## config.mk

```make
export PLATFORM = sky130hd
export DESIGN_NAME = cmd_read_pixel
export DESIGN_NICKNAME = d
export VERILOG_FILES = /design/src/hdl/fb_pkg.sv /design/src/hdl/cmd_read_pixel.sv
export VERILOG_INCLUDE_DIRS = /design/src /design/src/hdl
export SDC_FILE = /design/constraint.sdc
export NUM_CORES = 1
export LEC_CHECK = 0
export ABC_AREA = 0
export BUFFER_PORTS_ARGS = -buffer_cell sky130_fd_sc_hd__buf_4
export CORE_ASPECT_RATIO = 1.4
export CORE_MARGIN = 2
export CORE_UTILIZATION = 53
export DETAILED_ROUTE_END_ITERATION = 6
export PLACE_DENSITY = 0.79
export SLEW_MARGIN = 15
export SYNTH_ARGS = -nofsm -noshare
export SYNTH_HDL_FRONTEND = slang
export SYNTH_SLANG_ARGS = --single-unit
```

## constraint.sdc

```tcl
create_clock -name clk -period 2.43 [get_ports clk]
set_input_delay 0.3645 -clock clk [delete_from_list [all_inputs] [get_ports clk]]
set_output_delay 0.3645 -clock clk [all_outputs]
set_load 0.02 [all_outputs]
```

## src/hdl/fb_config.svh

```systemverilog
// Matrix geometry and command opcode values for the framebuffer front end.
`ifndef FB_CONFIG_SVH
`define FB_CONFIG_SVH

// ------------------------------------------------------------
// Matrix geometry
// ------------------------------------------------------------
// Number of matrix rows.
`define FB_ROWS 16
// Column address width, 512 columns over two column bytes.
`define FB_COL_ADDR_BITS 9
// Colour bytes stored per pixel.
`define FB_BYTES_PER_PIXEL 3

// ------------------------------------------------------------
// Command opcodes
// ------------------------------------------------------------
`define CMD_NOP 8'h00
`define CMD_WRITE_PIXEL 8'h01
`define CMD_READ_PIXEL 8'h02

`endif

```

## src/hdl/fb_pkg.sv

```systemverilog
// Framebuffer address types, RAM write-port struct and command opcode enum.
`include "fb_config.svh"

package fb_pkg;

    // Whole bytes needed to carry a field of the given width.
    function automatic int unsigned num_bytes_to_contain(input int unsigned bits);
        return (bits + 7) / 8;
    endfunction

    // ------------------------------------------------------------
    // Address types
    // ------------------------------------------------------------
    typedef logic [$clog2(`FB_ROWS)-1:0]            row_addr_t;
    typedef logic [`FB_COL_ADDR_BITS-1:0]           col_addr_t;
    typedef logic [$clog2(`FB_BYTES_PER_PIXEL)-1:0] color_index_t;

    typedef struct packed {
        row_addr_t    row;
        col_addr_t    col;
        color_index_t pixel;   // Byte within the pixel.
    } fb_addr_t;

    localparam int unsigned COL_BYTES = num_bytes_to_contain(`FB_COL_ADDR_BITS);
    localparam int unsigned COL_IDX_BITS = (COL_BYTES > 1) ? $clog2(COL_BYTES) : 1;

    typedef logic [COL_BYTES*8-1:0]  col_field_t;         // Column bytes, low byte first.
    typedef logic [COL_IDX_BITS-1:0] col_field_index_t;

    // Write port into the framebuffer RAM.
    typedef struct packed {
        fb_addr_t   addr;
        logic [7:0] data;
        logic       write_enable;
        logic       access_toggle;   // Flips once per byte written.
    } fb_wr_t;

    typedef enum logic [7:0] {
        OP_NOP         = `CMD_NOP,
        OP_WRITE_PIXEL = `CMD_WRITE_PIXEL,
        OP_READ_PIXEL  = `CMD_READ_PIXEL
    } cmd_opcode_t;

endpackage

```

## src/hdl/cmd_read_pixel.sv

```systemverilog
// Read-pixel handler: gathers row and column, reads the pixel bytes and sends them out.
`timescale 1ns/1ps
`include "fb_config.svh"

module cmd_read_pixel
    import fb_pkg::*;
(
    input  logic       clk,
    input  logic       reset,
    input  logic [7:0] data_in,
    input  logic       enable,
    input  logic [7:0] rd_data,
    output fb_addr_t   rd_addr,
    output logic [7:0] tx_data,
    output logic       tx_valid,
    output logic       done
);

    localparam int unsigned NUM_COL_BYTES = num_bytes_to_contain($bits(col_addr_t));

    typedef enum logic [1:0] {
        ST_ROW_CAPTURE,
        ST_COL_CAPTURE,
        ST_READ_BYTES
    } rd_state_t;

    rd_state_t        state;
    col_field_t       col_bits;
    col_field_t       col_shifted;
    col_field_index_t col_cnt;
    logic             issuing;
    logic             rd_valid_q;
    logic             rd_last_q;

    assign col_shifted = {data_in, col_bits[$bits(col_field_t)-1:8]};
    assign issuing     = (state == ST_READ_BYTES);

    always_ff @(posedge clk) begin
        if (reset) begin
            state    <= ST_ROW_CAPTURE;
            col_bits <= '0;
            col_cnt  <= '0;
            rd_addr  <= '0;
        end else begin
            case (state)
                ST_ROW_CAPTURE: begin
                    if (enable) begin
                        rd_addr.row <= row_addr_t'(data_in);
                        col_cnt     <= col_field_index_t'(NUM_COL_BYTES - 1);
                        state       <= ST_COL_CAPTURE;
                    end
                end

                ST_COL_CAPTURE: begin
                    if (enable) begin
                        col_bits <= col_shifted;
                        if (col_cnt == '0) begin
                            rd_addr.col   <= col_addr_t'(col_shifted);
                            rd_addr.pixel <= color_index_t'(`FB_BYTES_PER_PIXEL - 1);
                            state         <= ST_READ_BYTES;
                        end else begin
                            col_cnt <= col_cnt - 1'b1;
                        end
                    end
                end

                ST_READ_BYTES: begin
                    // One address per cycle, highest pixel byte first.
                    if (rd_addr.pixel == '0) begin
                        state <= ST_ROW_CAPTURE;
                    end else begin
                        rd_addr.pixel <= rd_addr.pixel - 1'b1;
                    end
                end

                default: state <= ST_ROW_CAPTURE;
            endcase
        end
    end

    // ------------------------------------------------------------
    // Read-back pipeline
    // ------------------------------------------------------------
    always_ff @(posedge clk) begin
        if (reset) begin
            rd_valid_q <= 1'b0;
            rd_last_q  <= 1'b0;
            tx_valid   <= 1'b0;
            tx_data    <= 8'h00;
            done       <= 1'b0;
        end else begin
            rd_valid_q <= issuing;   // Lines up with rd_data.
            rd_last_q  <= issuing && (rd_addr.pixel == '0);
            tx_valid   <= rd_valid_q;
            done       <= rd_last_q;
            if (rd_valid_q) begin
                tx_data <= rd_data;
            end
        end
    end

    // Command bytes must not arrive while the read burst runs.
    a_no_enable_in_read: assert property (
        @(posedge clk) disable iff (reset)
        issuing |-> !enable
    );

endmodule

```

Word-level counts from Yosys, hierarchy flattened
Index checks and enable logic that the tools add are counted.
Operators by class
  add/subtract/negate cells: 2
  mux-type cells: 13
  order comparisons: 0
  reductions and logical operators: 11
  shifts and indexed selects: 0
  multipliers: 0
  div/mod/pow operators: 0
  equality and inequality tests: 7
  bitwise gates (word level): 1
Operator list (number)
  $mux W2: 7
  $ne A2 B2 Y1 const B: 4
  $reduce_and A4 Y1: 2
  $pmux W2 S3: 1
  $reduce_and A3 Y1: 2
  $logic_not A2 Y1: 2
  $pmux W2 S2: 1
  $reduce_and A2 Y1: 2
  $reduce_bool A2 Y1: 2
  $mux W1: 3
  $eq A2 B1 Y1 const B: 1
  $eq A2 B2 Y1 const B: 1
  $ne A2 B1 Y1 const B: 1
  $pmux W1 S2: 1
  $sub A2 B1 Y2 const B: 1
  $logic_and A1 B1 Y1: 1
  $not A1 Y1: 1
  $sub A1 B1 Y1 const B: 1
Word-level totals
  input bits: 19
  memories: 0
  latch bits: 0
  logic and storage cells: 45
  register bits after elaboration: 46
  RAM bits: 0
  output and inout bits: 25
  bits in read-only memories: 0

Longest topological paths before layout
  depth after elaboration: 4
  gate-level depth with buffers: 5

Least setup slack after synthesis
No wires, ideal clock.
  kind: reg-to-reg
  start point: register rd_addr[0] in the netlist's numbering
  end point: register rd_addr[0] in the netlist's numbering
  path slack: 1.054 ns
  required time: 2.313 ns
  cell stages (with the launch flop): 6
  period minus slack after synthesis: 1.376 ns
  arrival: 1.260 ns
  cells stage by stage: dfxtp_1 inv_1 ha_1 nor3b_4 nor2_4 a22o_1
On the way
  cells in the longest elaborated chain, start to end: 3
RTL lines
  from (decl): line cmd_read_pixel.sv:13  | output fb_addr_t rd_addr,
  $sub A2 B1 Y2 or $logic_not A2 Y1 (tied branches): line cmd_read_pixel.sv:72, cmd_read_pixel.sv:69
  $mux W2 or $ne A2 B2 Y1 (tied branches)
  $pmux W2 S2 or $reduce_and A4 Y1 (tied branches)
Several ways; a longest one is shown, not always the timed one. The select of a mux whose other input is x is not followed.
A chain may end at the register's enable or synchronous reset.

Worst setup path after layout
  start point: register state[0]
  end point: register col_bits[14]
On the way
  cells in the longest elaborated chain, start to end: 2
RTL lines
  from (decl): line cmd_read_pixel.sv:27  | rd_state_t state;
  from (signal assigned): line cmd_read_pixel.sv:40  | state <= ST_ROW_CAPTURE;
  from (signal assigned): line cmd_read_pixel.sv:50  | state <= ST_COL_CAPTURE;
  from (signal assigned): line cmd_read_pixel.sv:60  | state <= ST_READ_BYTES;
  $eq A2 B1 Y1: line cmd_read_pixel.sv:45  | case (state)
  $reduce_and A2 Y1 (no line)
  to (signal assigned): line cmd_read_pixel.sv:56  | col_bits <= col_shifted;
  to (decl): line cmd_read_pixel.sv:28  | col_field_t col_bits;
Every way passes these cells.

==> metrics.txt <==
drt pass-1 iters=2; r2r setup slk=900 ps; Max H-tree Level=2; Tot Pwr=1.100 mW; Hold EP=col_bits[12]$_SDFFE_PP0P_; first-pass GRT wire length=4167 µm; Critical R2R Capture=col_bits[14]$_SDFFE_PP0P_; fin cells=217; P per Cell Area=618.4 mW/mm²; Highest Signal Layer=met4; Slowest-stage cell, CP=dfxtp_1; WHS=258.7 ps; hold path startpoint=data_in[4]; most numerous cell types in the synthesized netlist=dfxtp_1 (38), nor2_1 (25), mux2i_1 (20); GRT overflow=0; Avg Inst Size Synth=10.10 µm²; gpl congestion=0.7214; root buf cell=clkbuf_4; cell taking the most area after synthesis=dfxtp_1; row cnt=22; Synth Cell Area=0.001404 mm²; Die Footprint=0.003082 mm²; Yosys reg bits=38; Main synth FF type=dfxtp_1; # clock sinks=38; final hold vios=0; reg2reg start=state[0]$_SDFFE_PP0P_; main combinational cell family by area after synthesis=simple AND/OR/NAND/NOR gates; Synth cell types=25; core area=0.002560 mm²; R2R cell count=3; CP max FO=9; sequence of cells on the critical path=nand3b_1 -> mux2i_1 -> nor2_1; initial core utilization=54.84%; relative slew slack=60.82%; status=completed; ys async rst share=0%; WL final=2594 µm; Die Ht=64.90 µm; worst min-delay path class=in2reg; CTS tree=built; MaxCap Viol Count=0; Crit. End Element=flip-flop; RSZ-0062 raised after global routing=no; Post-synth EDFFs=0; antenna violations before repair=0; most numerous cell in the Yosys netlist=dfxtp_1; Clock Path Buffers=2; required time worst endpoint=2650 ps; Lkg Pwr=0.7890 nW; max incr delay on CP=550 ps; Worst Max-Slew Pin Slew=586.0 ps; met3 wire len=177 µm; total inserted antenna cells=0; pre-CTS WS=890.2 ps; Via Count=1,070; largest net degree at the start of global routing=39; Synth top area share=54.19%; Routed met2 length=1360 µm; hold path cells=3; Cells after Synth=139; Synthesis Warnings=0; Detailed Place HPWL=1916 µm; post-CTS sizing=0; Synth Area in Simple Gates=20.05%; Tmin final=1531 ps; CP arrival=1750 ps; XOR/XNOR Fraction of Synth Area=0%; Global Route Usage Sum=19.58%; setup slack after layout=898.7 ps; mux cell area share after synthesis=14.26%; Synth area leaders=dfxtp_1 (54%), mux2i_1 (14%), nor2_1 (6.7%); Routed Antenna Nets=0; Slew Limit Fails=0; Inst Count DP=209; Clock Skew=6.087 ps; # DRC=0; drt wl/cell=11.95 µm; post-synthesis adder-cell area fraction=0.8913%; Fmax=653.0 MHz; Horiz. Die Dim=47.50 µm; M1 wire length=999 µm; setup_tns=0 ps; Via-to-Cell Ratio=4.931; startpoint types=flip-flop; post-CTS setup repair buffer count=0; Hold-fix buffers, CTS=0; count of input and output buffers=43; Clock Latency Late Sink=330 ps; number of global-route vias before repair=1,033; Syn-to-layout area delta=26.74%; Final Net Count=200; Starting DRT DRC Count=27; Max VDD drop=0.0005428 V; CP Class=reg2reg; total CTS buffers=5; Compound-Gate Fraction of Synth Area=6.061%; io pins=44; syn nets=159; fin crit share=63.02%; post-synthesis sequential area ratio=54.19%; layout cells sized above 1=30.94%; setup violators final=0; clock slew at reported path FFs=100 ps
-- cell usage in the layout (no fill, tap or decap) --
cell | synthesis | layout
a21oi_1 | 9 | 9
a221oi_2 | 1 | 1
a22o_1 | 1 | 1
a31oi_1 | 1 | 1
and2_1 | 1 | 1
and2b_2 | 1 | 1
and4bb_1 | 1 | 1
buf_4 | 2 | 43
clkbuf_1 | 0 | 1
clkbuf_4 | 0 | 5
clkbuf_8 | 0 | 1
clkinv_2 | 0 | 1
dfxtp_1 | 38 | 38
ha_1 | 1 | 1
inv_1 | 3 | 3
mux2i_1 | 20 | 20
nand2_1 | 18 | 18
nand3b_1 | 1 | 1
nand4bb_1 | 1 | 1
nor2_1 | 25 | 25
nor2_4 | 1 | 1
nor2b_1 | 2 | 2
nor3b_2 | 1 | 1
nor3b_4 | 2 | 2
o21ai_0 | 1 | 1
o21ai_1 | 1 | 1
-- layer usage --
metal | GRT usage (%) | up-vias
met4 | 9.375 | 0
met2 | 34.46 | 38
met1 | 18.58 | 491
met3 | 7.242 | 5
met5 | 0 | -
li1 | - | 536
-- area by class of cell --
class | instances | area, µm²
multi-input combinational | 89 | 579.3
fill | 213 | 780.7
clock buffer | 7 | 55.05
timing repair buffer | 43 | 322.8
tap | 36 | 45.04
inverter | 3 | 11.26
sequential | 38 | 760.7
clock inverter | 1 | 5.005
-- state kept, by name (all words and copies together), names as in the netlist --
signal and cells:
tx_data 8, col_cnt 1, rd_valid_q 1, rd_addr 15, rd_last_q 1, tx_valid 1
done 1, col_bits 8, state 2
-- where the power goes --
group | switching (mW) | internal (mW) | total (mW)
clock network | 0.186 | 0.140 | 0.326
registers | 0.0157 | 0.642 | 0.658
logic | 0.0586 | 0.0583 | 0.117
-- logic make-up after synthesis --
group	Yosys count
buffers and inverters	12
adder cells (fa/ha/maj)	1
multiplexers	20
AND/OR/NAND/NOR	54
flip-flops	38
AO/OA/AOI/OAI	14
-- per-stage QoR --
stage               area (µm²)  utilization, %
floorplan                 1404               -
global placement          1719           67.16
detailed placement        1719           67.16
CTS                       1779           69.50
global route              1779           69.50
finish                    1779           69.50
-- worst max-delay path by stage --
stage / from / to
after floorplan: rd_addr[0]$_SDFFE_PP0P_ / rd_addr[0]$_SDFFE_PP0P_
after global placement: state[0]$_SDFFE_PP0P_ / col_bits[15]$_SDFFE_PP0P_
after detailed placement: state[0]$_SDFFE_PP0P_ / col_bits[14]$_SDFFE_PP0P_
after CTS: state[0]$_SDFFE_PP0P_ / col_bits[14]$_SDFFE_PP0P_
after global routing: state[0]$_SDFFE_PP0P_ / col_bits[13]$_SDFFE_PP0P_
final: state[0]$_SDFFE_PP0P_ / col_bits[14]$_SDFFE_PP0P_
-- critical path, delay by kind of cell (launching register included) --
family	cells	cell delay, ps
mux	1	310
simple gates	2	550
flops	1	550
Note: power is estimated with default switching activity, not from simulation.
