$ cat src/hdl/fb_config.svh
// Matrix geometry and command opcode values for the framebuffer front end.
`ifndef FB_CONFIG_SVH
`define FB_CONFIG_SVH

// ------------------------------------------------------------
// Matrix geometry
// ------------------------------------------------------------
// Number of matrix rows.
`define FB_ROWS 16
// Column address width, 512 columns over two column bytes.
`define FB_COL_ADDR_BITS 9
// Colour bytes stored per pixel.
`define FB_BYTES_PER_PIXEL 3

// ------------------------------------------------------------
// Command opcodes
// ------------------------------------------------------------
`define CMD_NOP 8'h00
`define CMD_WRITE_PIXEL 8'h01
`define CMD_READ_PIXEL 8'h02

`endif

$ cat src/hdl/fb_pkg.sv
// Framebuffer address types, RAM write-port struct and command opcode enum.
`include "fb_config.svh"

package fb_pkg;

    // Whole bytes needed to carry a field of the given width.
    function automatic int unsigned num_bytes_to_contain(input int unsigned bits);
        return (bits + 7) / 8;
    endfunction

    // ------------------------------------------------------------
    // Address types
    // ------------------------------------------------------------
    typedef logic [$clog2(`FB_ROWS)-1:0]            row_addr_t;
    typedef logic [`FB_COL_ADDR_BITS-1:0]           col_addr_t;
    typedef logic [$clog2(`FB_BYTES_PER_PIXEL)-1:0] color_index_t;

    typedef struct packed {
        row_addr_t    row;
        col_addr_t    col;
        color_index_t pixel;   // Byte within the pixel.
    } fb_addr_t;

    localparam int unsigned COL_BYTES = num_bytes_to_contain(`FB_COL_ADDR_BITS);
    localparam int unsigned COL_IDX_BITS = (COL_BYTES > 1) ? $clog2(COL_BYTES) : 1;

    typedef logic [COL_BYTES*8-1:0]  col_field_t;         // Column bytes, low byte first.
    typedef logic [COL_IDX_BITS-1:0] col_field_index_t;

    // Write port into the framebuffer RAM.
    typedef struct packed {
        fb_addr_t   addr;
        logic [7:0] data;
        logic       write_enable;
        logic       access_toggle;   // Flips once per byte written.
    } fb_wr_t;

    typedef enum logic [7:0] {
        OP_NOP         = `CMD_NOP,
        OP_WRITE_PIXEL = `CMD_WRITE_PIXEL,
        OP_READ_PIXEL  = `CMD_READ_PIXEL
    } cmd_opcode_t;

endpackage

$ cat src/hdl/cmd_write_pixel.sv
// Write-pixel handler: gathers row, column and pixel bytes and writes them to the RAM.
`timescale 1ns/1ps
`include "fb_config.svh"

module cmd_write_pixel
    import fb_pkg::*;
(
    input  logic       clk,
    input  logic       reset,
    input  logic [7:0] data_in,
    input  logic       enable,
    output fb_wr_t     wr,
    output logic       done
);

    localparam int unsigned NUM_COL_BYTES = num_bytes_to_contain($bits(col_addr_t));

    typedef enum logic [1:0] {
        ST_ROW_CAPTURE,
        ST_COL_CAPTURE,
        ST_PIXEL_BYTES,
        ST_DONE
    } wr_state_t;

    wr_state_t        state;
    col_field_t       col_bits;
    col_field_t       col_shifted;
    col_field_index_t col_cnt;
    color_index_t     pixel_idx;

    // Column bytes arrive low byte first and shift in from the top.
    assign col_shifted = {data_in, col_bits[$bits(col_field_t)-1:8]};

    always_ff @(posedge clk) begin
        if (reset) begin
            state            <= ST_ROW_CAPTURE;
            col_bits         <= '0;
            col_cnt          <= '0;
            pixel_idx        <= '0;
            wr.addr          <= '0;
            wr.data          <= 8'h00;
            wr.write_enable  <= 1'b0;
            wr.access_toggle <= 1'b0;
            done             <= 1'b0;
        end else begin
            case (state)
                ST_ROW_CAPTURE: begin
                    if (enable) begin
                        wr.addr.row <= row_addr_t'(data_in);   // Upper bits wrap.
                        col_cnt     <= col_field_index_t'(NUM_COL_BYTES - 1);
                        state       <= ST_COL_CAPTURE;
                    end
                end

                ST_COL_CAPTURE: begin
                    if (enable) begin
                        col_bits <= col_shifted;
                        if (col_cnt == '0) begin
                            wr.addr.col <= col_addr_t'(col_shifted);
                            pixel_idx   <= color_index_t'(`FB_BYTES_PER_PIXEL - 1);
                            state       <= ST_PIXEL_BYTES;
                        end else begin
                            col_cnt <= col_cnt - 1'b1;
                        end
                    end
                end

                ST_PIXEL_BYTES: begin
                    if (enable) begin
                        // One RAM write per pixel byte.
                        wr.data          <= data_in;
                        wr.addr.pixel    <= pixel_idx;
                        wr.write_enable  <= 1'b1;
                        wr.access_toggle <= ~wr.access_toggle;
                        if (pixel_idx == '0) begin
                            done  <= 1'b1;
                            state <= ST_DONE;
                        end else begin
                            pixel_idx <= pixel_idx - 1'b1;
                        end
                    end
                end

                ST_DONE: begin
                    // Last write is taken by the RAM during this cycle.
                    done            <= 1'b0;
                    wr.write_enable <= 1'b0;
                    wr.addr         <= '0;
                    col_bits        <= '0;
                    state           <= ST_ROW_CAPTURE;
                end

                default: state <= ST_ROW_CAPTURE;
            endcase
        end
    end

    // A toggle with no enable would be silently dropped by the RAM.
    a_toggle_with_enable: assert property (
        @(posedge clk) disable iff (reset)
        $changed(wr.access_toggle) |-> wr.write_enable
    );

endmodule

$ cat config.mk
export PLATFORM = sky130hd
export DESIGN_NAME = cmd_write_pixel
export DESIGN_NICKNAME = d
export VERILOG_FILES = /design/src/hdl/fb_pkg.sv /design/src/hdl/cmd_write_pixel.sv
export VERILOG_INCLUDE_DIRS = /design/src /design/src/hdl
export SDC_FILE = /design/constraint.sdc
export NUM_CORES = 1
export LEC_CHECK = 0
export BUFFER_PORTS_ARGS = -buffer_cell sky130_fd_sc_hd__buf_4
export CORE_MARGIN = 2
export CORE_UTILIZATION = 47
export DETAILED_ROUTE_END_ITERATION = 7
export PLACE_DENSITY_LB_ADDON = 0.05
export SETUP_SLACK_MARGIN = 0.3
export SLEW_MARGIN = 20
export SYNTH_ARGS = -nofsm -noshare
export SYNTH_HDL_FRONTEND = slang
export SYNTH_SLANG_ARGS = --single-unit
$ cat constraint.sdc
create_clock -name clk -period 1.9 [get_ports clk]
set_clock_uncertainty 0.1 [all_clocks]
set_input_delay 0.285 -clock clk [delete_from_list [all_inputs] [get_ports clk]]
set_output_delay 0.285 -clock clk [all_outputs]
set_load 0.02 [all_outputs]
# Yosys cells after proc, flatten, opt, wreduce, memory -nomap -nowiden
# Cells that the tools add are included.
dict set report totals {
  register_bits 47
  inputBits 11
}
dict set report classes {
  reduce_logical 16
  bitwise_logic 1
  n_eq_ne 9
  n_mux 26
  add_sub_neg 2
}
# operator count
set ops {}
lappend ops {{one-hot mux 16 bit (2 select lines)} 1}
lappend ops {{2-to-1 mux 9 bit} 2}
lappend ops {{one-hot mux 9 bit (2 select lines)} 1}
lappend ops {{2-to-1 mux 16 bit} 1}
lappend ops {{2-to-1 mux 2 bit} 7}
lappend ops {{2-to-1 mux 12 bit} 1}
lappend ops {{inequality test 2 bit, second input constant} 6}
lappend ops {{AND reduction 5 bit} 2}
lappend ops {{nonzero test 2 bit} 5}
lappend ops {{AND reduction 3 bit} 3}
lappend ops {{one-hot mux 2 bit (2 select lines)} 2}
lappend ops {{one-hot mux 2 bit (4 select lines)} 1}
lappend ops {{one-hot mux 4 bit (2 select lines)} 1}
lappend ops {{AND reduction 2 bit} 4}
lappend ops {{one-hot mux 1 bit (2 select lines)} 3}
lappend ops {{2-to-1 mux 1 bit} 5}
lappend ops {{equality test 2 bit, second input constant} 2}
lappend ops {{zero test 2 bit} 2}
lappend ops {{2-to-1 mux 4 bit} 1}
lappend ops {{equality test 2 x 1 -> 1 bit, second input constant} 1}
lappend ops {{subtractor 2 x 1 -> 2 bit, second input constant} 1}
lappend ops {{NOT 1 bit} 1}
lappend ops {{subtractor 1 bit, second input constant} 1}

# Logic depth before layout (Yosys ltp)
dict set report logic_depth {
  depth_word 4
  depth_mapped 7
}

# Worst setup path before layout
# No wires, ideal clock.
dict set report synth_path {
  kind {reg-to-reg}
  startpoint {reg state[1]}
  endpoint {reg state[0]}
  arrival_time_ps 1633
  synth_period_minus_slack_ps 1849
  path_buffers 1
  stages_incl_launch_ff 7
  slack_ps 51
  path_cell_list {dfxtp_1 inv_1 ha_1 buf_6 or3_4 a2111o_1 o211a_1}
}
dict set report synth_via {
  elab_chain_len 3
}
# element line
set synth_lines {}
lappend synth_lines {{start, declared} cmd_write_pixel.sv:25} ;# wr_state_t state;
lappend synth_lines {{start signal, assigned} cmd_write_pixel.sv:36} ;# state <= ST_ROW_CAPTURE;
lappend synth_lines {{start signal, assigned} cmd_write_pixel.sv:51} ;# state <= ST_COL_CAPTURE;
lappend synth_lines {{start signal, assigned} cmd_write_pixel.sv:61} ;# state <= ST_PIXEL_BYTES;
lappend synth_lines {{equality test 2 bit, or another cell as far along} cmd_write_pixel.sv:46} ;# case (state)
lappend synth_lines {{inequality test 2 bit (no source line)} -}
lappend synth_lines {{AND reduction 5 bit (no source line)} -}
# Parallel ways exist; a longest one is shown, timed or not.
# A chain may end at the register's enable or synchronous reset.

# Worst setup path after layout
dict set report layout_path {
  startpoint {reg state[0]}
  endpoint {reg state[0]}
}
# The elaborated chain is that of the path after synthesis.

==> flow_summary.html <==
<table>
<tr><th>Metric</th><th>Value</th></tr>
<tr><th colspan="2">Detailed routing</th></tr>
<tr><td>Average wire length per cell after detail routing</td><td>13.7 um</td></tr>
<tr><td>DRT iter0 DRCs</td><td>47</td></tr>
<tr><td>Sum of routed wire length over all layers</td><td>3760 um</td></tr>
<tr><td>Residual DRC count</td><td>0</td></tr>
<tr><td>Via density</td><td>5.43</td></tr>
<tr><td>Detailed-router iteration count before antenna repair</td><td>4</td></tr>
<tr><td>Detail Route Antenna Nets</td><td>0</td></tr>
<tr><td>Routed vias</td><td>1487</td></tr>
<tr><th colspan="2">STA</th></tr>
<tr><td>Setup repair after global routing missed its margin</td><td>true</td></tr>
<tr><td>Total negative slack for setup checks</td><td>0 ns</td></tr>
<tr><td>Maximum operating frequency</td><td>593 MHz</td></tr>
<tr><td>Finish-stage setup viols</td><td>0</td></tr>
<tr><td>Final-report hold violation count</td><td>0</td></tr>
<tr><td>Period utilisation layout</td><td>88.7%</td></tr>
<tr><td>Min cycle time layout</td><td>1.69 ns</td></tr>
<tr><td>Final number of max-transition violations</td><td>0</td></tr>
<tr><td>Slew @ Worst Pin</td><td>0.384 ns</td></tr>
<tr><td>Worst slew slack as a fraction of its limit</td><td>74.4%</td></tr>
<tr><th colspan="2">Synth</th></tr>
<tr><td>Yosys warning count</td><td>0</td></tr>
<tr><td>FF+latch count, synth</td><td>39</td></tr>
<tr><td>Top cells by area, synth</td><td>dfxtp_1, nand3_1, a21oi_1</td></tr>
<tr><td>Post-synthesis average cell area</td><td>8.85 um^2</td></tr>
<tr><td>Gate count after technology mapping</td><td>186</td></tr>
<tr><td>Part of the Yosys area used for sequential elements</td><td>47.4%</td></tr>
<tr><td>Combined area of all synthesized cells</td><td>1650 um^2</td></tr>
<tr><td>Share of the synthesized area in the top cell type</td><td>47.4%</td></tr>
<tr><td>Net Count, Synth</td><td>204</td></tr>
<tr><td>Synth area leader</td><td>dfxtp_1</td></tr>
<tr><td>Post-synthesis cell type count</td><td>32</td></tr>
<tr><th colspan="2">Critical path</th></tr>
<tr><td>Slowest stage cell on the critical path</td><td>a2111o_1</td></tr>
<tr><td>CP bufs+invs</td><td>1</td></tr>
<tr><td>Crit Path Category</td><td>flop to flop</td></tr>
<tr><td>Slowest Stage Delay on Critical Path</td><td>0.39 ns</td></tr>
<tr><td>Worst Setup End Kind</td><td>flop</td></tr>
<tr><td>Arrival time at the worst endpoint</td><td>1.85 ns</td></tr>
<tr><td>Crit start category</td><td>flop</td></tr>
<tr><td>Worst path cell trace</td><td>buf_6 &gt; ha_4 &gt; or3_4 &gt; a2111o_1 &gt; o211a_1</td></tr>
<tr><td>Data required, critical path</td><td>2.06 ns</td></tr>
<tr><td>Top cell family by delay on the critical path</td><td>compound AO/OA/AOI/OAI gates</td></tr>
<tr><td>Biggest fanout along the worst timing path</td><td>3</td></tr>
<tr><th colspan="2">CTS</th></tr>
<tr><td>Clock tree sinks</td><td>39</td></tr>
<tr><td>Root buffer cell</td><td>clkbuf_4</td></tr>
<tr><td>Clock-pin slew reported for the worst setup and hold paths after clock tree synthesis</td><td>0.12 ns</td></tr>
<tr><td>Number of buffers between clock root and the deepest sink</td><td>2</td></tr>
<tr><td>Number of H-tree levels</td><td>2</td></tr>
<tr><td>Hold-fix buffer count after cts</td><td>0</td></tr>
<tr><td>CTS tree</td><td>yes</td></tr>
<tr><td>Total clock buffers created by CTS</td><td>5</td></tr>
<tr><td>Clock insertion delay at the later pin of the skew report</td><td>0.35 ns</td></tr>
<tr><th colspan="2">Cells and area</th></tr>
<tr><td>Number of diodes added for antenna fixing</td><td>0</td></tr>
<tr><td>Proportion of layout cells with a drive suffix above 1</td><td>32.9%</td></tr>
<tr><td>Area added between synthesis and finish</td><td>30.4%</td></tr>
<tr><td>Final-stage net count</td><td>245</td></tr>
<tr><th colspan="2">Power and ir drop</th></tr>
<tr><td>Clock network power share</td><td>15.8%</td></tr>
<tr><td>Post-route total power</td><td>2670 uW</td></tr>
<tr><td>Ratio of total power to cell area</td><td>1240 nW/um^2</td></tr>
<tr><td>Worst supply voltage drop on vdd</td><td>0.000891 V</td></tr>
<tr><td>Power Internal</td><td>1660 uW</td></tr>
<tr><td>Relative contribution of combinational cells to total power</td><td>45.3%</td></tr>
<tr><td>Reported leakage power</td><td>0.000856 uW</td></tr>
<tr><td>Psw</td><td>1010 uW</td></tr>
<tr><td>Seq pwr share</td><td>38.9%</td></tr>
<tr><td>Switching part of the total</td><td>37.8%</td></tr>
<tr><th colspan="2">GRT</th></tr>
<tr><td>Via count of the first global-routing pass</td><td>1451</td></tr>
<tr><td>Largest net degree at the start of global routing</td><td>39</td></tr>
<tr><td>Global routing usage summed across all routing layers</td><td>20.4%</td></tr>
<tr><td>Initial antenna violation count</td><td>0</td></tr>
<tr><td>Total overflow reported by the global router</td><td>0</td></tr>
<tr><td>Wire length of the first global-routing pass</td><td>6510 um</td></tr>
<tr><th colspan="2">Place</th></tr>
<tr><td>Routability cong.</td><td>0.731</td></tr>
<tr><td>Estimated wirelength of the detail-placed design</td><td>2680 um</td></tr>
<tr><td>Buffers added on ports</td><td>36</td></tr>
<tr><th colspan="2">Floorplan</th></tr>
<tr><td>Die Height</td><td>63.2 um</td></tr>
<tr><td>Number of ports placed on the die boundary</td><td>37</td></tr>
<tr><td>Core ar.</td><td>3360 um^2</td></tr>
<tr><td>Die Area</td><td>3990 um^2</td></tr>
<tr><td>Effective utilization at floorplan</td><td>49.0%</td></tr>
<tr><td>Number of rows in the core area</td><td>21</td></tr>
<tr><td>X dimension of the die</td><td>63.2 um</td></tr>
<tr><th colspan="2">Worst hold path</th></tr>
<tr><td>Class of the most critical hold timing path</td><td>input port to flop</td></tr>
<tr><th colspan="2">Outcome</th></tr>
<tr><td>Result of the run</td><td>completed</td></tr>
<tr><th colspan="2">Run</th></tr>
<tr><td>Max capacitance violation total</td><td>0</td></tr>
</table>
cells by family after synthesis:
group,synth area share (%)
AO/OA/AOI/OAI,17.9
adder cells (fa/ha/maj),5.32
AND/OR/NAND/NOR,21.4
multiplexers,2.43
flip-flops,47.4
XOR/XNOR,0.532
buffers and inverters,5.09
worst paths after layout:
check,start,end,slack (ns),cells past startpoint
max reg2reg,state[0],state[0],0.21,5
min reg2reg,wr[7],wr[7],0.36,2
min,data_in[6],col_bits[14],0.07,3
max,state[0],state[0],0.21,5
power groups by stage:
stage | clock [uW] | sequential, uW | combinational (uW)
2_1_floorplan | 0 | 1090 | 652
3_3_place_gp | 0 | 1040 | 901
4_1_cts | 434 | 1030 | 1100
6_report | 421 | 1040 | 1210
5_1_grt | 466 | 1060 | 1330
3_5_place_dp | 0 | 1050 | 960
metrics by stage:
step           setup WS (ns)  cell area [um^2]  hold slack [ns]  cells  utilization, %
6_report               0.214              2150           0.0693    274            63.8
5_1_grt                0.177              2150           0.0907    274            63.8
4_1_cts                0.180              2080           0.0648    272            62.0
3_5_place_dp          0.0601              1950            0.349    258            58.1
3_3_place_gp           0.158              1950            0.348    258            58.1
2_1_floorplan          0.180              1660            0.333    186               -
state kept, by name, summed over array words and instances (netlist names):
signal	cells
col_bits	8
col_cnt	1
done	1
pixel_idx	2
state	2
wr	25
cell usage after synthesis:
library cell and instances:
a2111o_1 1, o211a_1 1, a31o_2 1, a31oi_1 1
buf_1 1, clkbuf_1 9, or3_4 1, o21ai_0 2
buf_6 1, nand2b_1 1, or2_2 1, nand3_1 27
nand2_1 13, a21boi_0 2, inv_1 8, nand4_1 1
nor2b_1 3, a22oi_1 14, and4_1 1, nor2_1 15
a211oi_1 1, nand3b_1 1, and3b_1 4, buf_2 1
dfxtp_1 39, a221oi_2 1, nor3_1 1, mux2i_1 4
a21oi_1 21, ha_1 7, and2_1 1, xor2_1 1
what timing repair did:
action,CTS,global route
resized for setup,11,13
setup buffers,6,2
cloned,0,0
endpoints found under the setup margin,5,29
pin swaps,4,3
routing by layer:
layer | GRT usage, % | up-vias | wire length [um] | part of all wire (%)
li1 | - | 741 | - | -
met2 | 33.9 | 44 | 1790 | 48
met3 | 6.96 | 6 | 217 | 5.8
met5 | 0 | - | 0 | 0
met4 | 8.15 | 0 | 57 | 1.5
met1 | 24.0 | 696 | 1690 | 45
cell type report:
type                    instances  area (um^2)
clock buffers                   6         41.3
clock inverters                 2         12.5
fillers                       304         1220
inverters                       8         37.5
multi-input cells             127          857
flip-flops and latches         39          788
well taps                      46         57.6
repair buffers                 46          353
tightest hold or removal path, stage by stage:
cell     delay, ns
buf_4         0.08
a22oi_1       0.05
nor2_1        0.07
cell usage in the layout, fill, tap and decap left out, drive strengths merged, types with 2 or more instances in the layout:
cell type	n
clkbuf	6
nor2b	3
o21ai	2
inv	8
and3b	4
a21boi	2
mux2i	4
dfxtp	39
buf	46
nand2	13
a21oi	21
ha	7
a22oi	14
nor2	15
nand3	27
Power figures use the tool's default switching activity.
