$ cat src/hdl/fb_config.svh
// Matrix geometry and command opcode values for the framebuffer front end.
`ifndef FB_CONFIG_SVH
`define FB_CONFIG_SVH

// ------------------------------------------------------------
// Matrix geometry
// ------------------------------------------------------------
// Number of matrix rows.
`define FB_ROWS 16
// Column address width, 512 columns over two column bytes.
`define FB_COL_ADDR_BITS 9
// Colour bytes stored per pixel.
`define FB_BYTES_PER_PIXEL 3

// ------------------------------------------------------------
// Command opcodes
// ------------------------------------------------------------
`define CMD_NOP 8'h00
`define CMD_WRITE_PIXEL 8'h01
`define CMD_READ_PIXEL 8'h02

`endif

$ cat src/hdl/fb_pkg.sv
// Framebuffer address types, RAM write-port struct and command opcode enum.
`include "fb_config.svh"

package fb_pkg;

    // Whole bytes needed to carry a field of the given width.
    function automatic int unsigned num_bytes_to_contain(input int unsigned bits);
        return (bits + 7) / 8;
    endfunction

    // ------------------------------------------------------------
    // Address types
    // ------------------------------------------------------------
    typedef logic [$clog2(`FB_ROWS)-1:0]            row_addr_t;
    typedef logic [`FB_COL_ADDR_BITS-1:0]           col_addr_t;
    typedef logic [$clog2(`FB_BYTES_PER_PIXEL)-1:0] color_index_t;

    typedef struct packed {
        row_addr_t    row;
        col_addr_t    col;
        color_index_t pixel;   // Byte within the pixel.
    } fb_addr_t;

    localparam int unsigned COL_BYTES = num_bytes_to_contain(`FB_COL_ADDR_BITS);
    localparam int unsigned COL_IDX_BITS = (COL_BYTES > 1) ? $clog2(COL_BYTES) : 1;

    typedef logic [COL_BYTES*8-1:0]  col_field_t;         // Column bytes, low byte first.
    typedef logic [COL_IDX_BITS-1:0] col_field_index_t;

    // Write port into the framebuffer RAM.
    typedef struct packed {
        fb_addr_t   addr;
        logic [7:0] data;
        logic       write_enable;
        logic       access_toggle;   // Flips once per byte written.
    } fb_wr_t;

    typedef enum logic [7:0] {
        OP_NOP         = `CMD_NOP,
        OP_WRITE_PIXEL = `CMD_WRITE_PIXEL,
        OP_READ_PIXEL  = `CMD_READ_PIXEL
    } cmd_opcode_t;

endpackage

$ cat src/hdl/cmd_dispatch.sv
// Command dispatcher: decodes opcodes and steers the following bytes to a handler.
`timescale 1ns/1ps

module cmd_dispatch
    import fb_pkg::*;
(
    input  logic       clk,
    input  logic       reset,
    input  logic [7:0] rx_data,
    input  logic       rx_valid,
    input  logic       wr_done,
    input  logic       rd_done,
    output logic       wr_enable,
    output logic       rd_enable,
    output logic       busy
);

    typedef enum logic {
        ST_IDLE,
        ST_ACTIVE
    } disp_state_t;

    disp_state_t state;
    cmd_opcode_t opcode;
    logic        handler_done;

    // Only the done of the handler that owns the command counts.
    assign handler_done = ((opcode == OP_WRITE_PIXEL) && wr_done) ||
                          ((opcode == OP_READ_PIXEL) && rd_done);

    always_ff @(posedge clk) begin
        if (reset) begin
            state  <= ST_IDLE;
            opcode <= OP_NOP;
        end else begin
            case (state)
                ST_IDLE: begin
                    if (rx_valid) begin
                        case (cmd_opcode_t'(rx_data))
                            OP_WRITE_PIXEL: begin
                                opcode <= OP_WRITE_PIXEL;
                                state  <= ST_ACTIVE;
                            end
                            OP_READ_PIXEL: begin
                                opcode <= OP_READ_PIXEL;
                                state  <= ST_ACTIVE;
                            end
                            default: opcode <= OP_NOP;   // NOP and unknown bytes dropped.
                        endcase
                    end
                end
                ST_ACTIVE: begin
                    if (handler_done) begin
                        state <= ST_IDLE;
                    end
                end
                default: state <= ST_IDLE;
            endcase
        end
    end

    // ------------------------------------------------------------
    // Byte steering
    // ------------------------------------------------------------
    assign wr_enable = rx_valid && (state == ST_ACTIVE) && (opcode == OP_WRITE_PIXEL);
    assign rd_enable = rx_valid && (state == ST_ACTIVE) && (opcode == OP_READ_PIXEL);
    assign busy      = (state == ST_ACTIVE);

    // Both handlers must never take the same byte.
    a_one_handler: assert property (
        @(posedge clk) disable iff (reset)
        !(wr_enable && rd_enable)
    );

endmodule

$ cat config.mk
export PLATFORM = sky130hd
export DESIGN_NAME = cmd_dispatch
export DESIGN_NICKNAME = d
export VERILOG_FILES = /design/src/hdl/fb_pkg.sv /design/src/hdl/cmd_dispatch.sv
export VERILOG_INCLUDE_DIRS = /design/src /design/src/hdl
export SDC_FILE = /design/constraint.sdc
export NUM_CORES = 1
export LEC_CHECK = 0
export ABC_AREA = 1
export BUFFER_PORTS_ARGS = -buffer_cell sky130_fd_sc_hd__buf_2
export CAP_MARGIN = 20
export CORE_AREA = 2 2 39 41
export CTS_BUF_LIST = sky130_fd_sc_hd__clkbuf_2 sky130_fd_sc_hd__clkbuf_4 sky130_fd_sc_hd__clkbuf_8
export DETAILED_ROUTE_END_ITERATION = 8
export DIE_AREA = 0 0 41 43
export GPL_TIMING_DRIVEN = 0
export SKIP_CTS_REPAIR_TIMING = 1
export SLEW_MARGIN = 10
export SYNTH_ARGS = -nofsm -noshare
export SYNTH_HDL_FRONTEND = slang
export SYNTH_SLANG_ARGS = --single-unit
$ cat constraint.sdc
create_clock -name clk -period 1.9 [get_ports clk]
set_input_delay 0.095 -clock clk [delete_from_list [all_inputs] [get_ports clk]]
set_output_delay 0.095 -clock clk [all_outputs]
set_load 0.02 [all_outputs]
# Word level (Yosys, flattened, before mapping)
# Cells that the tools add are included.
[totals]
reg_bits = 9
inputBits = 13
output_inout_bits = 3
wordCells = 20
[op_classes]
n_eq_ne = 4
muxes = 5
n_reduce_logical = 8
bitwise_logic = 1
[ops]
columns = ["cell", "count"]
rows = [
  ["$eq 8x1->1 const B", 2],
  ["$eq 8x2->1 const B", 2],
  ["$logic_and 1x1->1", 5],
  ["$pmux 2 s2", 1],
  ["$mux 1", 3],
  ["$pmux 1 s2", 1],
  ["$reduce_and 2->1", 1],
  ["$reduce_or 2->1", 1],
  ["$logic_or 1x1->1", 1],
  ["$not 1->1", 1],
]

# Logic depth before layout (Yosys ltp)
# Gate-level depths: netlist of run 1.
[depth]
depth_word = 5
mapped_depth = 7
mapped_depth_nobuf = 7

# Least setup slack after synthesis of run 1
# No wires, ideal clock.
[synth_path]
path_type = "register -> output"
startpoint = "reg state, in the netlist busy"
endpoint = "out rd_enable"
required_time_ps = 1805
path_slack_ps = 600
stages_incl_launch_ff = 3
path_buffers = 0
arrival_time_ps = 1205
path_cell_list = "dfxtp_1 -> inv_2 -> nor4_1"
[synth_via]
elab_chain_len = 2
[synth_lines]
columns = ["element", "line", "rtl"]
rows = [
  ["start: declaration", "cmd_dispatch.sv:23", "disp_state_t state;"],
  ["start signal: assignment", "cmd_dispatch.sv:33", "state <= ST_IDLE;"],
  ["start signal: assignment", "cmd_dispatch.sv:42", "state <= ST_ACTIVE;"],
  ["start signal: assignment", "cmd_dispatch.sv:46", "state <= ST_ACTIVE;"],
  ["$logic_and 1x1->1 (2 in a row)", "cmd_dispatch.sv:66", "assign rd_enable = rx_valid && (state == ST_ACTIVE) && (opcode == OP_READ_PIXEL);"],
  ["end: declaration", "cmd_dispatch.sv:14", "output logic rd_enable,"],
]
# No other way between the ends.

# Worst setup path after layout of run 1
[layout_path]
startpoint = "reg opcode[1]"
endpoint = "out rd_enable"
[layout_via]
elab_chain_len = 2
[layout_lines]
columns = ["element", "line", "rtl"]
rows = [
  ["start: declaration", "cmd_dispatch.sv:24", "cmd_opcode_t opcode;"],
  ["start signal: assignment", "cmd_dispatch.sv:34", "opcode <= OP_NOP;"],
  ["start signal: assignment", "cmd_dispatch.sv:41", "opcode <= OP_WRITE_PIXEL;"],
  ["start signal: assignment", "cmd_dispatch.sv:45", "opcode <= OP_READ_PIXEL;"],
  ["$eq 8x2->1", "cmd_dispatch.sv:66", ""],
  ["$logic_and 1x1->1", "cmd_dispatch.sv:66", ""],
]
# No other way between the ends.

==> impl_metrics.csv, run 1 <==
group,metric,value,unit
outcome,outcome,"finished clean",
drt,route.antenna.remaining_nets,0,
critical_path,r2r_start,"busy",
placement,placement.setup.worst_slack,0.924,ns
critical_path,critical_path.cell_chain,"inv_1 > nor4_1 > buf_2",
critical_path,worst-setup-path-type,"reg2out",
yosys,synth.cells.most_frequent,"sky130_fd_sc_hd__nand2_1 (9), sky130_fd_sc_hd__inv_1 (7), sky130_fd_sc_hd__nand3_1 (4), sky130_fd_sc_hd__nor2_1 (4), sky130_fd_sc_hd__dfxtp_1 (3)",
drt,route.detailed.drc,0,
power,power_density_of_the_placed_cells,664,nW/µm²
floorplanning,y_dimension_of_the_die,43,µm
critical_path,ff2ff_setup_slack,0.99,ns
critical_path,start_kind,"flip-flop",
sta,finalHoldViolCount,0,
floorplanning,initial_utilization,14.0,%
yosys,synth_cell_types,10,
sta,final_setup_violation_count,0,
min_path,min_path_type,"in2reg",
floorplanning,core_area,1380,µm²
sta,tightest_slew_margin_relative_to_the_limit,85.4,%
global_route,globalRouteTotalUtil,7.32,%
final_layout,syn2layout_area_growth,64.5,%
final_layout,ff_latch_area,60.1,µm²
cts,cts.sink_count,3,
critical_path,worstSetupPathDepth,3,
sta,period_share,64.5,%
cts,clk_pin_slew,0.04,ns
yosys,syn_avg_cell_area,5.70,µm²
final_layout,layout.filler_cells,159,
yosys,synthTopCellsByArea,"sky130_fd_sc_hd__dfxtp_1 (31%), sky130_fd_sc_hd__nand2_1 (17%), sky130_fd_sc_hd__inv_1 (14%)",
yosys,synth_ff_type,"sky130_fd_sc_hd__dfxtp_1",
yosys,mappedNetlistNets,47,
yosys,synthDominantAreaCellType,"sky130_fd_sc_hd__dfxtp_1",
cts,insertion_delay,0.23,ns
power,total_leakage_power,0.000170,µW
placement,post-dp-hpwl,416,µm
sta,timing.final.ws_setup,0.674,ns
critical_path,largest_delay_contributor_family_on_the_critical_path,"flip-flops",
drt,post_drt_wl_per_cell,7.03,µm
power,vdd.ir_drop.worst,0.164,mV
drt,route.detailed.vias_per_inst,3.80,
critical_path,critical_path.n_buffers_inverters,2,
sta,grt_setup_unrepaired,"no",
yosys,ys_seq_elements,3,
min_path,hold_end,"opcode[1]",
yosys,synth.yosys.seq_area_share,31.0,%
sta,totalNegativeSetupSlack,0,ns
final_layout,drive_above_1_share,39.6,%
yosys,post-synth-top-area-fraction,31.0,%
cts,cts_tree,"built",
final_layout,multiInputGateArea,104,µm²
yosys,post_synth_instance_area,194,µm²
placement,routabilityCongestion,0.660,
drt,routed_wirelength,485,µm
cts,cts.root.buffer_cell,"sky130_fd_sc_hd__clkbuf_4",
global_route,grt_max_degree,5,
final_layout,n_antenna_cell,0,
yosys,edff_count_synth,0,
final_layout,final_nets,67,
sta,finClkSkew,0.00182,ns
global_route,globalRouteOverflowTotal,0,
critical_path,ff2ff_path_depth,7,
drt,drt_pass1_iterations,1,
floorplanning,fp.dieArea,1760,µm²
critical_path,worst_ep_required_time,1.80,ns
critical_path,setup.worst_path.end_class,"output pin",
critical_path,critical_path.max_stage_delay,0.36,ns
critical_path,critical_r2r_capture,"busy",
sta,timing_worst_slew_pin_value,0.216,ns
cts,cts_max_path_buffers,2,
drt,vias,262,
min_path,timing.hold.worst.start,"reset",
sta,finalWorstPathRequiredPeriod,1.23,ns
floorplanning,boundary_pins,16,
run,maxCapViolCount,0,
drt,detail_route.iter0.violations,0,
critical_path,worst_path_max_fanout,4,
global_route,number_of_global_route_vias_before_repair,262,
critical_path,cp_data_arrival_time,1.13,ns
global_route,number_of_antenna_violations_at_the_first_check_in_global_routing,0,
yosys,synthesis.instances,34,
cts,cts-htree-levels,1,
floorplanning,die_width,41,µm
yosys,ys_async_sr_fraction,0,%
sta,max_clock_freq,816,MHz
critical_path,critical-path-slowest-cell,"sky130_fd_sc_hd__dfxtp_1",
min_path,number_of_cells_traversed_by_the_worst_hold_path,2,
cts,cts_made_buffers,3,
placement,port_buffers,15,
floorplanning,num_rows,14,
sta,max_slew_violation_total_from_the_final_report,0,
yosys,yosysWarningCount,0,
global_route,grt_first_pass_wirelength,821,µm
yosys,post-synth-top-count-cell,"sky130_fd_sc_hd__nand2_1",
[layout by cell type (no fill, tap or decap)]
master / instances
sky130_fd_sc_hd__buf_2: 15
sky130_fd_sc_hd__a21oi_1: 2
sky130_fd_sc_hd__inv_2: 1
sky130_fd_sc_hd__clkbuf_4: 4
sky130_fd_sc_hd__or2_1: 1
sky130_fd_sc_hd__nand3_1: 4
sky130_fd_sc_hd__dfxtp_1: 3
sky130_fd_sc_hd__inv_1: 7
sky130_fd_sc_hd__nor2_1: 4
sky130_fd_sc_hd__nand2_1: 9
sky130_fd_sc_hd__nor2_2: 1
sky130_fd_sc_hd__nor4_1: 2
[kinds of logic (layout without fill, tap and decap cells)]
| logic type | after synthesis | in the layout | share of synthesized area (%) |
|---|---|---|---|
| DFF | 3 | 3 | 31.0 |
| AOI/OAI and AO/OA | 2 | 2 | 5.16 |
| and+or+nand+nor | 21 | 21 | 48.4 |
| buffers and inverters | 8 | 27 | 15.5 |
[per-stage QoR]
| step | area (µm²) | hold slack, ns | cells | util, % | total power [µW] |
|---|---|---|---|---|---|
| 2_1_floorplan | 194 | 0.164 | 34 | - | 71.9 |
| 3_3_place_gp | 289 | 0.284 | 65 | 20.9 | 85.1 |
| 3_5_place_dp | 289 | 0.290 | 65 | 20.9 | 85.6 |
| 4_1_cts | 319 | 0.0381 | 69 | 23.1 | 218 |
| 5_1_grt | 319 | 0.0556 | 69 | 23.1 | 221 |
| 6_report | 319 | 0.0436 | 69 | 23.1 | 212 |
[worst register-to-register path, delay by kind of cell, from the launching register on]
kind	cells	cell delay, ns
AND/OR/NAND/NOR	5	0.38
buffers and inverters	2	0.08
flip-flops	1	0.35
[cell type report]
cell class	count	share of cell area, %
clock buffers	4	9.41
repair buffers	15	23.5
inverters	8	9.41
well taps	16	6.27
flip-flops and latches	3	18.8
multi-input cells	23	32.5
[per-layer routing]
metal | track usage (%) | vias to the layer above | part of all wire, %
li1 | - | 141 | -
met1 | 4.81 | 112 | 35
met2 | 12.5 | 7 | 55
met3 | 3.14 | 2 | 7.2
met4 | 8.00 | 0 | 3.3
met5 | 0 | - | 0
[registers in the layout (all words and copies together) (netlist names)]
| name | count |
|---|---|
| opcode | 2 |
| busy | 1 |
[power breakdown]
group          leakage, µW  internal (µW)  total (µW)  switching [µW]
clock            0.0000184           93.0         128            34.5
sequential       0.0000242           63.5        63.6           0.135
combinational     0.000128           11.7        20.6            8.92
total             0.000170            168         212            43.5
[worst max path at each step]
stage          slack (ns)  startpoint        end
2_1_floorplan        0.60        busy  rd_enable
3_3_place_gp         0.92   opcode[0]  wr_enable
3_5_place_dp         0.92   opcode[1]  rd_enable
4_1_cts              0.66   opcode[1]  rd_enable
5_1_grt              0.56   opcode[1]  rd_enable
6_report             0.67   opcode[1]  rd_enable
No activity file was read; power rests on OpenSTA's default activity.
==> run 2, diff against run 1 <==
--- a/config.mk
+++ b/config.mk
@@ -6,7 +6,7 @@
 export SDC_FILE = /design/constraint.sdc
 export NUM_CORES = 1
 export LEC_CHECK = 0
-export ABC_AREA = 1
+export ABC_AREA = 0
 export BUFFER_PORTS_ARGS = -buffer_cell sky130_fd_sc_hd__buf_2
 export CAP_MARGIN = 20
 export CORE_AREA = 2 2 39 41
==> constraint.sdc (replaced) <==
create_clock -name clk -period 1.15 [get_ports clk]
set_input_delay 0.0575 -clock clk [delete_from_list [all_inputs] [get_ports clk]]
set_output_delay 0.0575 -clock clk [all_outputs]
set_load 0.02 [all_outputs]
==> run 2 against run 1 <==
Against the previous run:
- synthesized cell count shrank 35%
- sequential power grew 65%
- clock power rose by 66%
- die area is the same
- largest power group unchanged
- highest routed layer unchanged
==> impl_metrics.csv, run 2 <==
group,metric,value,unit
outcome,outcome,"finished clean",
sta,finClkSkew,0.00418,ns
global_route,globalRouteTotalUtil,6.93,%
yosys,mappedNetlistNets,35,
drt,routed_wirelength,477,µm
drt,drt_pass1_iterations,4,
critical_path,critical-path-slowest-cell,"sky130_fd_sc_hd__dfxtp_1",
power,total_leakage_power,0.000133,µW
global_route,grt_max_degree,6,
yosys,synth.yosys.seq_area_share,33.8,%
cts,insertion_delay,0.24,ns
sta,final_setup_violation_count,0,
drt,met3_wirelength,57,µm
drt,routed-wl-met2,238,µm
min_path,hold_end,"opcode[0]",
final_layout,drive_above_1_share,53.7,%
cts,cts.root.buffer_cell,"sky130_fd_sc_hd__clkbuf_4",
drt,routedLengthMet1,162,µm
floorplanning,boundary_pins,16,
yosys,post-synth-top-area-fraction,33.8,%
yosys,synthDominantAreaCellType,"sky130_fd_sc_hd__dfxtp_1",
cts,cts.sink_count,3,
yosys,ys_seq_elements,3,
sta,tightest_slew_margin_relative_to_the_limit,85.7,%
yosys,post_synth_instance_area,178,µm²
sta,timing_worst_slew_pin_value,0.212,ns
global_route,number_of_global_route_vias_before_repair,209,
final_layout,largest_register,"opcode",
floorplanning,core_area,1380,µm²
drt,route.antenna.remaining_nets,0,
drt,route.detailed.vias_per_inst,3.84,
yosys,yosysWarningCount,0,
power,power_density_of_the_placed_cells,1120,nW/µm²
critical_path,worst_ep_required_time,1.09,ns
yosys,synthTopCellsByArea,"sky130_fd_sc_hd__dfxtp_1 (34%), sky130_fd_sc_hd__nand2b_1 (11%), sky130_fd_sc_hd__o21ai_1 (8.5%)",
floorplanning,num_rows,14,
drt,vias,219,
critical_path,worst-setup-path-type,"reg2out",
critical_path,cp_data_arrival_time,1.03,ns
drt,post_drt_wl_per_cell,8.37,µm
final_layout,n_antenna_cell,0,
cts,clk_pin_slew,0.04,ns
critical_path,start_kind,"flip-flop",
critical_path,ff2ff_setup_slack,0.22,ns
floorplanning,initial_utilization,12.8,%
cts,cts_tree,"built",
critical_path,critical_path.cell_chain,"nand2_1 > nor3b_2 > buf_4",
cts,cts_max_path_buffers,2,
sta,finalHoldViolCount,0,
final_layout,final_nets,55,
global_route,grt_first_pass_wirelength,724,µm
critical_path,worst_path_max_fanout,4,
critical_path,largest_delay_contributor_family_on_the_critical_path,"flip-flops",
critical_path,ff2ff_path_depth,3,
final_layout,syn2layout_area_growth,77.5,%
final_layout,layout.cells.most_common_list,"sky130_fd_sc_hd__buf_2 (14), sky130_fd_sc_hd__clkbuf_4 (4), sky130_fd_sc_hd__nand2b_1 (3), sky130_fd_sc_hd__o21ai_1 (3), sky130_fd_sc_hd__dfxtp_1 (3)",
placement,routabilityCongestion,0.697,
yosys,synth.cells.most_frequent,"sky130_fd_sc_hd__dfxtp_1 (3), sky130_fd_sc_hd__nand2b_1 (3), sky130_fd_sc_hd__o21ai_1 (3)",
final_layout,layout.cells.most_common,"sky130_fd_sc_hd__buf_2",
cts,cts_made_buffers,3,
drt,route.detailed.drc,0,
min_path,timing.hold.worst.start,"rx_data[0]",
critical_path,critical_path.n_buffers_inverters,1,
placement,port_buffers,15,
sta,period_share,94.9,%
floorplanning,fp.dieArea,1760,µm²
sta,max_slew_violation_total_from_the_final_report,0,
yosys,ys_async_sr_fraction,0,%
cts,cts-htree-levels,1,
yosys,synth_cell_types,13,
global_route,number_of_antenna_violations_at_the_first_check_in_global_routing,0,
sta,max_clock_freq,916,MHz
critical_path,critical_r2r_capture,"opcode[1]",
power,vdd.ir_drop.worst,0.294,mV
yosys,syn_avg_cell_area,8.08,µm²
drt,detail_route.iter0.violations,1,
yosys,synthesis.instances,22,
power,power,352,µW
critical_path,setup.worst_path.end_class,"output pin",
floorplanning,die_width,41,µm
min_path,min_path_type,"in2reg",
final_layout,largest_register_ff_count,2,
run,maxCapViolCount,0,
sta,finalWorstPathRequiredPeriod,1.09,ns
drt,topRoutingLayerUsed,"met4",
sta,totalNegativeSetupSlack,0,ns
min_path,number_of_cells_traversed_by_the_worst_hold_path,3,
floorplanning,y_dimension_of_the_die,43,µm
critical_path,critical_path.max_stage_delay,0.35,ns
yosys,synth_ff_type,"sky130_fd_sc_hd__dfxtp_1",
yosys,edff_count_synth,0,
critical_path,r2r_start,"busy",
critical_path,worstSetupPathDepth,3,
global_route,globalRouteOverflowTotal,0,
[run 2: worst reg2reg max path, delay by kind of cell, from the launching register on]
kind	cells	cell delay [ns]
DFF	1	0.32
AOI/OAI and AO/OA	1	0.15
and+or+nand+nor	2	0.39
[run 2: area by class of cell]
cell class	count	area, µm²
Sequential cell	3	60.1
Timing Repair Buffer	15	77.6
Inverter	1	3.75
Fill cell	163	1070
Multi-Input combinational cell	18	124
Tap cell	16	20.0
Clock buffer	4	30.0
[run 2: power by group]
| group | internal (µW) | leakage (µW) | switching, µW |
|---|---|---|---|
| Clock | 154 | 0.0000184 | 59.6 |
| Sequential | 105 | 0.0000242 | 0.235 |
| Combinational | 20.1 | 0.0000901 | 13.6 |
[run 2: how the worst max path moves through the flow]
| stage | startpoint | to | slack, ns |
|---|---|---|---|
| after floorplan | busy | rd_enable | -0.005 |
| after global placement | busy | opcode[1] | 0.22 |
| after detailed placement | busy | opcode[1] | 0.22 |
| after CTS | busy | rd_enable | 0.02 |
| after global routing | busy | rd_enable | -0.004 |
| final | busy | rd_enable | 0.06 |
[run 2: stage by stage]
stage	std cells	util, %	hold WS (ns)	area (µm²)	worst slack, ns
floorplan	22	-	0.228	178	-0.00479
global placement	53	19.7	0.361	273	0.219
detailed placement	53	19.7	0.357	273	0.219
CTS	57	21.9	0.108	303	0.0158
global route	57	22.8	0.125	315	-0.00444
finish	57	22.8	0.110	315	0.0583
[run 2: layer usage]
metal / vias to the layer above / global-route usage [%]
met3: 2 / 4.71
li1: 118 / -
met4: 0 / 8.00
met1: 90 / 6.11
met5: - / 0
met2: 9 / 9.06
[run 2: cells by family after synthesis]
logic type / count (synthesis) / share of synthesized area [%]
buffers and inverters: 1 / 2.11
DFF: 3 / 33.8
AOI/OAI and AO/OA: 4 / 13.4
and+or+nand+nor: 14 / 50.7
